### src/uart_dbg_pkg.sv
`default_nettype none

package uart_dbg_pkg;

  ///////////////////////////////////////////////////
  // Data types
  ///////////////////////////////////////////////////

  // One serial data byte
  typedef logic [7:0] byte_t;

  // Address and length fields as sent on the wire
  typedef logic [63:0] dbg_addr_t;
  typedef logic [63:0] dbg_len_t;

  ///////////////////////////////////////////////////
  // Debug protocol byte codes
  ///////////////////////////////////////////////////

  // Commands from the host
  localparam byte_t CmdRead  = 8'h11;
  localparam byte_t CmdWrite = 8'h12;
  localparam byte_t CmdExec  = 8'h13;

  // Replies where RspAck doubles as the host challenge
  localparam byte_t RspAck = 8'h06;
  localparam byte_t RspEot = 8'h04;

  // Address and length fields are 8 little-endian bytes
  localparam int unsigned FieldBytes = 8;

endpackage

`default_nettype wire

### src/uart_rx.sv
`timescale 1ns/10ps
`default_nettype none

module uart_rx import uart_dbg_pkg::*; #(
  parameter int unsigned ClkPerBit = 16
) (
  input  logic  clk,
  input  logic  rst_n_i,
  input  logic  rx_i,
  output logic  rx_valid_o,
  output byte_t rx_byte_o
);

  localparam int unsigned CntWidth = $clog2(ClkPerBit);

  typedef enum logic [1:0] {RxIdle, RxStart, RxData, RxStop} rx_state_e;

  rx_state_e           state_q;
  logic [1:0]          sync_q;
  logic [CntWidth-1:0] cnt_q;
  logic [2:0]          bit_q;
  byte_t               shift_q;
  logic                rx_s;
  logic                tick;

  assign rx_s = sync_q[1];
  assign tick = (cnt_q == '0);

  always_ff @(posedge clk or negedge rst_n_i) begin
    if (!rst_n_i) begin
      sync_q     <= 2'b11;
      state_q    <= RxIdle;
      cnt_q      <= '0;
      bit_q      <= '0;
      rx_valid_o <= 1'b0;
    end else begin
      sync_q     <= {sync_q[0], rx_i};
      rx_valid_o <= 1'b0;
      if (!tick) cnt_q <= cnt_q - 1'b1;
      case (state_q)
        RxIdle: begin
          // Half a bit period lands on the centre of the start bit
          if (!rx_s) begin
            cnt_q   <= CntWidth'(ClkPerBit / 2 - 1);
            state_q <= RxStart;
          end
        end
        RxStart: begin
          if (tick) begin
            // Line back high means a glitch
            if (rx_s) begin
              state_q <= RxIdle;
            end else begin
              cnt_q   <= CntWidth'(ClkPerBit - 1);
              bit_q   <= '0;
              state_q <= RxData;
            end
          end
        end
        RxData: begin
          if (tick) begin
            cnt_q <= CntWidth'(ClkPerBit - 1);
            bit_q <= bit_q + 1'b1;
            if (bit_q == 3'd7) state_q <= RxStop;
          end
        end
        RxStop: begin
          // Framing error drops the byte silently
          if (tick) begin
            rx_valid_o <= rx_s;
            state_q    <= RxIdle;
          end
        end
        default: state_q <= RxIdle;
      endcase
    end
  end

  // LSB arrives first
  always_ff @(posedge clk) begin
    if (state_q == RxData && tick) shift_q <= {rx_s, shift_q[7:1]};
  end

  assign rx_byte_o = shift_q;

endmodule

`default_nettype wire

### src/uart_tx.sv
`timescale 1ns/10ps
`default_nettype none

module uart_tx import uart_dbg_pkg::*; #(
  parameter int unsigned ClkPerBit = 16
) (
  input  logic  clk,
  input  logic  rst_n_i,
  input  logic  tx_start_i,
  input  byte_t tx_byte_i,
  output logic  tx_o,
  output logic  tx_busy_o
);

  localparam int unsigned CntWidth = $clog2(ClkPerBit);

  logic [CntWidth-1:0] cnt_q;
  logic [3:0]          bits_q;
  logic [8:0]          shift_q;
  logic                load;
  logic                advance;

  assign load    = tx_start_i && !tx_busy_o;
  assign advance = tx_busy_o && (cnt_q == '0) && (bits_q != '0);

  always_ff @(posedge clk or negedge rst_n_i) begin
    if (!rst_n_i) begin
      tx_o      <= 1'b1;
      tx_busy_o <= 1'b0;
      cnt_q     <= '0;
      bits_q    <= '0;
    end else if (load) begin
      // Start bit goes out right away and 9 bits remain
      tx_o      <= 1'b0;
      tx_busy_o <= 1'b1;
      cnt_q     <= CntWidth'(ClkPerBit - 1);
      bits_q    <= 4'd9;
    end else if (tx_busy_o) begin
      if (cnt_q != '0) begin
        cnt_q <= cnt_q - 1'b1;
      end else if (bits_q == '0) begin
        tx_busy_o <= 1'b0;
      end else begin
        tx_o   <= shift_q[0];
        cnt_q  <= CntWidth'(ClkPerBit - 1);
        bits_q <= bits_q - 1'b1;
      end
    end
  end

  // Data bits then stop bit
  always_ff @(posedge clk) begin
    if (load) shift_q <= {1'b1, tx_byte_i};
    else if (advance) shift_q <= {1'b1, shift_q[8:1]};
  end

endmodule

`default_nettype wire

### src/dbg_cmd_fsm.sv
`timescale 1ns/10ps
`default_nettype none

module dbg_cmd_fsm import uart_dbg_pkg::*; #(
  parameter int unsigned MemAddrWidth = 8
) (
  input  logic                    clk,
  input  logic                    rst_n_i,
  input  logic                    rx_valid_i,
  input  byte_t                   rx_byte_i,
  input  logic                    tx_busy_i,
  output logic                    tx_start_o,
  output byte_t                   tx_byte_o,
  output logic                    mem_we_o,
  output logic                    mem_re_o,
  output logic [MemAddrWidth-1:0] mem_addr_o,
  output byte_t                   mem_wdata_o,
  input  byte_t                   mem_rdata_i,
  output logic                    exec_o,
  output dbg_addr_t               exec_addr_o
);

  localparam int unsigned FieldCntWidth = $clog2(FieldBytes);

  typedef enum logic [2:0] {
    StIdle, StAddr, StLen, StAck, StWrData, StRdFetch, StRdSend, StEot
  } cmd_state_e;

  cmd_state_e               state_q;
  byte_t                    cmd_q;
  logic [FieldCntWidth-1:0] field_cnt_q;
  logic [MemAddrWidth-1:0]  ptr_q;
  logic [MemAddrWidth-1:0]  remain_q;
  dbg_addr_t                addr_q;
  dbg_len_t                 len_q;
  dbg_len_t                 len_next;
  logic                     field_last;
  logic                     can_send;
  logic                     send_now;
  byte_t                    send_byte;

  assign len_next   = {rx_byte_i, len_q[63:8]};
  assign field_last = (field_cnt_q == FieldCntWidth'(FieldBytes - 1));
  // tx_busy only rises the cycle after our own start strobe
  assign can_send   = !tx_busy_i && !tx_start_o;

  ///////////////////////////////////////////////////
  // Reply selection
  ///////////////////////////////////////////////////

  always_comb begin
    send_now  = 1'b0;
    send_byte = RspAck;
    case (state_q)
      StAck:    send_now = can_send;
      StRdSend: begin
        send_now  = can_send;
        send_byte = mem_rdata_i;
      end
      StEot: begin
        send_now  = can_send;
        send_byte = RspEot;
      end
      default: send_now = 1'b0;
    endcase
  end

  ///////////////////////////////////////////////////
  // Protocol state machine
  ///////////////////////////////////////////////////

  always_ff @(posedge clk or negedge rst_n_i) begin
    if (!rst_n_i) begin
      state_q     <= StIdle;
      cmd_q       <= '0;
      field_cnt_q <= '0;
      ptr_q       <= '0;
      remain_q    <= '0;
      tx_start_o  <= 1'b0;
      exec_o      <= 1'b0;
    end else begin
      tx_start_o <= send_now;
      exec_o     <= 1'b0;
      case (state_q)
        StIdle: begin
          // Anything that is not a command or a challenge is dropped
          if (rx_valid_i) begin
            cmd_q       <= rx_byte_i;
            field_cnt_q <= '0;
            if (rx_byte_i inside {CmdRead, CmdWrite, CmdExec}) state_q <= StAddr;
            else if (rx_byte_i == RspAck) state_q <= StAck;
          end
        end
        StAddr: begin
          if (rx_valid_i) begin
            field_cnt_q <= field_last ? '0 : field_cnt_q + 1'b1;
            if (field_last) state_q <= (cmd_q == CmdExec) ? StAck : StLen;
          end
        end
        StLen: begin
          if (rx_valid_i) begin
            field_cnt_q <= field_last ? '0 : field_cnt_q + 1'b1;
            if (field_last) begin
              ptr_q    <= addr_q[MemAddrWidth-1:0];
              remain_q <= len_next[MemAddrWidth-1:0];
              state_q  <= StAck;
            end
          end
        end
        StAck: begin
          if (send_now) begin
            exec_o <= (cmd_q == CmdExec);
            if (cmd_q == CmdRead || cmd_q == CmdWrite) begin
              if (remain_q == '0) state_q <= StEot;
              else state_q <= (cmd_q == CmdRead) ? StRdFetch : StWrData;
            end else begin
              state_q <= StIdle;
            end
          end
        end
        StWrData: begin
          if (rx_valid_i) begin
            ptr_q    <= ptr_q + 1'b1;
            remain_q <= remain_q - 1'b1;
            if (remain_q == MemAddrWidth'(1)) state_q <= StEot;
          end
        end
        StRdFetch: state_q <= StRdSend;
        StRdSend: begin
          if (send_now) begin
            ptr_q    <= ptr_q + 1'b1;
            remain_q <= remain_q - 1'b1;
            state_q  <= (remain_q == MemAddrWidth'(1)) ? StEot : StRdFetch;
          end
        end
        StEot: begin
          if (send_now) state_q <= StIdle;
        end
        default: state_q <= StIdle;
      endcase
    end
  end

  // Fields arrive LSB first and shift in from the top
  always_ff @(posedge clk) begin
    if (send_now) tx_byte_o <= send_byte;
    if (rx_valid_i && state_q == StAddr) addr_q <= {rx_byte_i, addr_q[63:8]};
    if (rx_valid_i && state_q == StLen) len_q <= len_next;
  end

  assign mem_we_o    = (state_q == StWrData) && rx_valid_i;
  assign mem_re_o    = (state_q == StRdFetch);
  assign mem_addr_o  = ptr_q;
  assign mem_wdata_o = rx_byte_i;
  assign exec_addr_o = addr_q;

endmodule

`default_nettype wire

### src/dbg_byte_mem.sv
`timescale 1ns/10ps
`default_nettype none

module dbg_byte_mem import uart_dbg_pkg::*; #(
  parameter int unsigned MemAddrWidth = 8
) (
  input  logic                    clk,
  input  logic                    we_i,
  input  logic                    re_i,
  input  logic [MemAddrWidth-1:0] addr_i,
  input  byte_t                   wdata_i,
  output byte_t                   rdata_o
);

  localparam int unsigned Depth = 2 ** MemAddrWidth;

  byte_t mem_q [Depth];

  // Read data holds until the next read
  always_ff @(posedge clk) begin
    if (we_i) mem_q[addr_i] <= wdata_i;
    if (re_i) rdata_o <= mem_q[addr_i];
  end

endmodule

`default_nettype wire

### src/uart_dbg_top.sv
`timescale 1ns/10ps
`default_nettype none

module uart_dbg_top import uart_dbg_pkg::*; #(
  parameter int unsigned ClkPerBit    = 16,
  parameter int unsigned MemAddrWidth = 8
) (
  input  logic      clk,
  input  logic      rst_n_i,
  input  logic      uart_rx_i,
  output logic      uart_tx_o,
  output logic      exec_o,
  output dbg_addr_t exec_addr_o
);

  logic                    rx_valid;
  byte_t                   rx_byte;
  logic                    tx_start;
  byte_t                   tx_byte;
  logic                    tx_busy;
  logic                    mem_we;
  logic                    mem_re;
  logic [MemAddrWidth-1:0] mem_addr;
  byte_t                   mem_wdata;
  byte_t                   mem_rdata;

  ///////////////////////////////////////////////////
  // Serial line
  ///////////////////////////////////////////////////

  uart_rx #(
    .ClkPerBit ( ClkPerBit )
  ) i_uart_rx (
    .clk        ( clk       ),
    .rst_n_i    ( rst_n_i   ),
    .rx_i       ( uart_rx_i ),
    .rx_valid_o ( rx_valid  ),
    .rx_byte_o  ( rx_byte   )
  );

  uart_tx #(
    .ClkPerBit ( ClkPerBit )
  ) i_uart_tx (
    .clk        ( clk       ),
    .rst_n_i    ( rst_n_i   ),
    .tx_start_i ( tx_start  ),
    .tx_byte_i  ( tx_byte   ),
    .tx_o       ( uart_tx_o ),
    .tx_busy_o  ( tx_busy   )
  );

  ///////////////////////////////////////////////////
  // Command unit and memory
  ///////////////////////////////////////////////////

  dbg_cmd_fsm #(
    .MemAddrWidth ( MemAddrWidth )
  ) i_dbg_cmd_fsm (
    .clk         ( clk         ),
    .rst_n_i     ( rst_n_i     ),
    .rx_valid_i  ( rx_valid    ),
    .rx_byte_i   ( rx_byte     ),
    .tx_busy_i   ( tx_busy     ),
    .tx_start_o  ( tx_start    ),
    .tx_byte_o   ( tx_byte     ),
    .mem_we_o    ( mem_we      ),
    .mem_re_o    ( mem_re      ),
    .mem_addr_o  ( mem_addr    ),
    .mem_wdata_o ( mem_wdata   ),
    .mem_rdata_i ( mem_rdata   ),
    .exec_o      ( exec_o      ),
    .exec_addr_o ( exec_addr_o )
  );

  dbg_byte_mem #(
    .MemAddrWidth ( MemAddrWidth )
  ) i_dbg_byte_mem (
    .clk     ( clk       ),
    .we_i    ( mem_we    ),
    .re_i    ( mem_re    ),
    .addr_i  ( mem_addr  ),
    .wdata_i ( mem_wdata ),
    .rdata_o ( mem_rdata )
  );

endmodule

`default_nettype wire

### config.mk
export PLATFORM = sky130hd
export DESIGN_NAME = uart_dbg_top
export DESIGN_NICKNAME = d
export VERILOG_FILES = /design/src/uart_dbg_pkg.sv /design/src/uart_rx.sv /design/src/uart_tx.sv /design/src/dbg_cmd_fsm.sv /design/src/dbg_byte_mem.sv /design/src/uart_dbg_top.sv
export SDC_FILE = /design/constraint.sdc
export NUM_CORES = 2
export LEC_CHECK = 0
export BUFFER_PORTS_ARGS = -buffer_cell sky130_fd_sc_hd__buf_4
export CAP_MARGIN = 20
export CORE_ASPECT_RATIO = 0.9
export CORE_MARGIN = 2
export CORE_UTILIZATION = 43
export CTS_CLUSTER_SIZE = 25
export DETAILED_ROUTE_END_ITERATION = 16
export GPL_TIMING_DRIVEN = 0
export HOLD_SLACK_MARGIN = 0.06
export PLACE_DENSITY = 0.67
export SLEW_MARGIN = 20
export SYNTH_ARGS = -nofsm -noshare
export SYNTH_HDL_FRONTEND = slang
export SYNTH_SLANG_ARGS = --single-unit
### constraint.sdc
create_clock -name clk -period 10 [get_ports clk]
set_clock_uncertainty 0.15 [all_clocks]
set_input_delay 2 -clock clk [delete_from_list [all_inputs] [get_ports clk]]
set_output_delay 2 -clock clk [all_outputs]
set_load 0.01 [all_outputs]
==> results by group <==
Final layout
  • Post-layout instance area: 0.0989 mm^2
  • Layout net count: around 4.5k
  • Share of cells above drive strength 1: between 20% and 30%
  • Final Non-Filler Cells: 7293
  • Util after Layout: 49.8%
  • Syn-to-layout area delta: 15.1%

Global route
  • Vias in the first global route: 43.2k
  • Largest net degree at the start of global routing: 57
  • First-pass GRT wire length: between 300000 and 400000 um
  • GRT Util Overall: ~22%
  • Initial antenna violation count: 8
  • Gr ovfl total: 0

Floorplan
  • Die area: a little over 0.2 mm^2
  • Initial core utilization: between 40% and 50%
  • Die width: 475 um
  • Core footprint: just under 0.2 mm^2
  • Cell Rows: ~160
  • Top Ports: between 60 and 70
  • Die Y: 428 um

Logic synthesis
  • Area contributors post-synth: edfxtp_1 77%, mux4_2 13%, a22oi_1 2.2%
  • Seq/Total Area, Yosys: around four fifths
  • Commonest cells post-synth: 2200 x edfxtp_1, 512 x mux4_2, 292 x nor2_1, 257 x a22oi_1, 163 x a21oi_1
  • Flops & latches, synth: 2254
  • Largest area contributor in the netlist: edfxtp_1
  • Mux contribution to synthesized area: roughly 14%
  • Post-synthesis cell type count: 55
  • Area fraction of the dominant cell type after synthesis: between 70% and 80%
  • Synth Area in Adders: less than 1%
  • Post-Syn Nets: 4053
  • Post-synthesis async set-or-reset flop share: under 10%
  • Count leader, synth: edfxtp_1
  • Syn Std Cell Area: 0.0859 mm^2
  • Syn Area/Cell: ~21 um^2
  • Top_reg_cell synth: edfxtp_1
  • Largest family of logic cells by synthesized area: multiplexers
  • Compound-Gate Fraction of Synth Area: around 4%
  • Post-synth EDFFs: 2200
  • XOR/XNOR share of the synthesized area: less than 1%
  • Synth warnings: 0
  • Synthesized instance count: 4035
  • Simple-gate share of the synthesized area: around 2.3%

STA
  • Total Neg Setup Slack: 0 ns
  • Fin crit period: 5.66 ns
  • Final Cycle Share: around 57%
  • RSZ-0062 raised after global routing: no
  • Fmax: about 0.18 GHz
  • Setup violations, final: 0
  • Worst-margin pin slew: between 1 and 1.5 ns
  • Final Hold Viols: 0
  • Min Hold Slack: 0.205 ns
  • Crit path setup slack, layout: between 4 and 5 ns
  • Fin. max-slew vios: 0
  • Max_slew headroom: a little under a fifth

Min path
  • Hold Path Class: register to register

Place
  • Setup slack at placement: about 4.6 ns
  • Final HPWL DP: 158000 um
  • Gp weighted congestion: slightly above 0.9
  • IO Port Bufs: 68
  • Placed Area: roughly 0.09 mm^2
  • Placed insts: between 6k and 7k

Setup path
  • Crit end category: register
  • Reg2Reg Launch Point: i_dbg_cmd_fsm.mem_addr_o[1]
  • WP data arrival: roughly 6 ns
  • Worst R2R End: i_dbg_byte_mem.rdata_o[1]
  • Worst setup path start: i_dbg_cmd_fsm.mem_addr_o[1]
  • Kind of critical path: register to register
  • CP endpoint: i_dbg_byte_mem.rdata_o[1]
  • Worst EP required: between 10 and 15 ns
  • Flop-to-flop setup slack: approximately 4.3 ns
  • Reg2Reg Depth: 8
  • Crit-path max FO: 10
  • Worst setup SP type: register

Clocking
  • Setup bufs post-CTS: 0
  • Hold buffer count at cts: 0
  • Clk buf depth: 3
  • CTS Sinks: 2254
  • Worst skew pair latency: between 0.8 and 0.9 ns
  • Clock Root Buffer: clkbuf_16
  • TritonCTS clock tree: yes
  • Clk slew on worst S/H paths: 0.07 ns
  • Post-CTS resize count: 0
  • CTS Buf Count: 211
  • H-tree levels: 4

Pwr
  • Comb pwr share: 0.9%
  • Internal power: 14.6 mW
  • Register share of total power: a little under three fifths
  • Clk pwr share: a little over two fifths
  • Maximum vdd ir drop: about 200 uV
  • NetSw: 3.67 mW
  • Static Leak: a little over 30 nW
  • PD cells: between 150 and 200 mW/mm^2
  • Total power: 18.3 mW
  • Sw frac: around a fifth

Job
  • Max-Cap Viols: 0

Detailed routing
  • DRC: 0
  • Routed len/inst: ~31 um
  • Via count: approximately 44k
  • Drt initial violations: a little under 7k
  • DRT antenna net count: 0
  • Post-DR vias/cell: a little over 6
  • Pre-antenna DRT Iters: 6
  • Post-Route WL: around 230000 um

Status
  • Outcome: completed
[power groups by stage]
stage / Sequential (mW) / Clock, mW / Combinational, mW
CTS: 10.3 / 7.90 / 0.169
floorplan: 10.5 / 0 / 0.0847
global route: 10.3 / 8.26 / 0.186
global placement: 10.5 / 0 / 0.104
detailed placement: 10.5 / 0 / 0.167
finish: 10.3 / 7.84 / 0.169
[final cells by class]
cell class | instances | area, um^2
multi-input cells | 1521 | 17300
inverters | 16 | 60.1
repair buffers | 194 | 2880
clock buffers | 263 | 5500
clock inverters | 127 | 1190
flip-flops and latches | 2254 | 67400
plain buffers | 244 | 1180
diodes | 5 | 12.5
well taps | 2669 | 3340
fillers | 15500 | 99500
[metal layers]
metal	global-route usage (%)	wire [um]
met1	31.2	88400
met2	33.1	105000
met3	7.20	26700
met4	8.22	9070
met5	0	31
[cells in the final DEF (no fill, tap or decap), types with 24 or more instances in the layout]
| cell type | instances |
|---|---|
| clkinv_2 | 38 |
| buf_4 | 76 |
| clkbuf_1 | 183 |
| nand2_1 | 81 |
| nor2_1 | 291 |
| clkinv_1 | 52 |
| dfrtp_1 | 51 |
| clkbuf_16 | 212 |
| buf_16 | 38 |
| mux4_2 | 512 |
| buf_8 | 85 |
| o21ai_0 | 24 |
| buf_1 | 25 |
| edfxtp_1 | 2200 |
| a22oi_1 | 257 |
| o41ai_1 | 32 |
| buf_2 | 36 |
| a21oi_1 | 163 |
[worst max-delay path, stage by stage (launching register included)]
cell and delay (ns):
dfrtp_1 0.45, buf_2 0.53, clkbuf_1 0.89, buf_1 0.72
mux4_2 0.43, a22oi_1 0.32, a21oi_1 0.38, o41ai_1 0.96
nand4_1 0.43
[how the worst min path moves through the flow]
stage                   startpoint                  end  slack, ns  cells after the start
5_1_grt        i_uart_rx.sync_q[0]  i_uart_rx.sync_q[1]       0.21                      0
4_1_cts        i_uart_rx.sync_q[0]  i_uart_rx.sync_q[1]       0.21                      0
6_report       i_uart_rx.sync_q[0]  i_uart_rx.sync_q[1]       0.21                      0
2_1_floorplan  i_uart_rx.sync_q[0]  i_uart_rx.sync_q[1]       0.20                      0
3_5_place_dp   i_uart_rx.sync_q[0]  i_uart_rx.sync_q[1]       0.20                      0
3_3_place_gp   i_uart_rx.sync_q[0]  i_uart_rx.sync_q[1]       0.20                      0
[sequential cells by signal (all words and copies together), names as in the netlist, 4 cells and up, named ones only]
register and flops:
i_dbg_byte_mem.mem_q 2048, i_dbg_cmd_fsm.len_q 56, i_dbg_cmd_fsm.mem_addr_o 8, i_dbg_cmd_fsm.cmd_q 8
i_uart_rx.rx_byte_o 8, i_dbg_byte_mem.rdata_o 8, i_dbg_cmd_fsm.tx_byte_o 8, i_dbg_cmd_fsm.exec_addr_o 64
i_uart_tx.cnt_q 4, i_uart_tx.bits_q 4, i_uart_tx.shift_q 8, i_dbg_cmd_fsm.remain_q 8
i_uart_rx.cnt_q 4
[logic make-up (layout without fill, tap and decap cells)]
logic type	count (synthesis)	count (layout)
AOI/OAI and AO/OA	511	511
xor gates and xnor gates	4	4
adders and majority gates	15	15
buffers and inverters	260	844
DFF	2254	2254
muxes	523	523
other	0	5
and+or+nand+nor	468	468
Note: power is estimated with default switching activity, not from simulation.
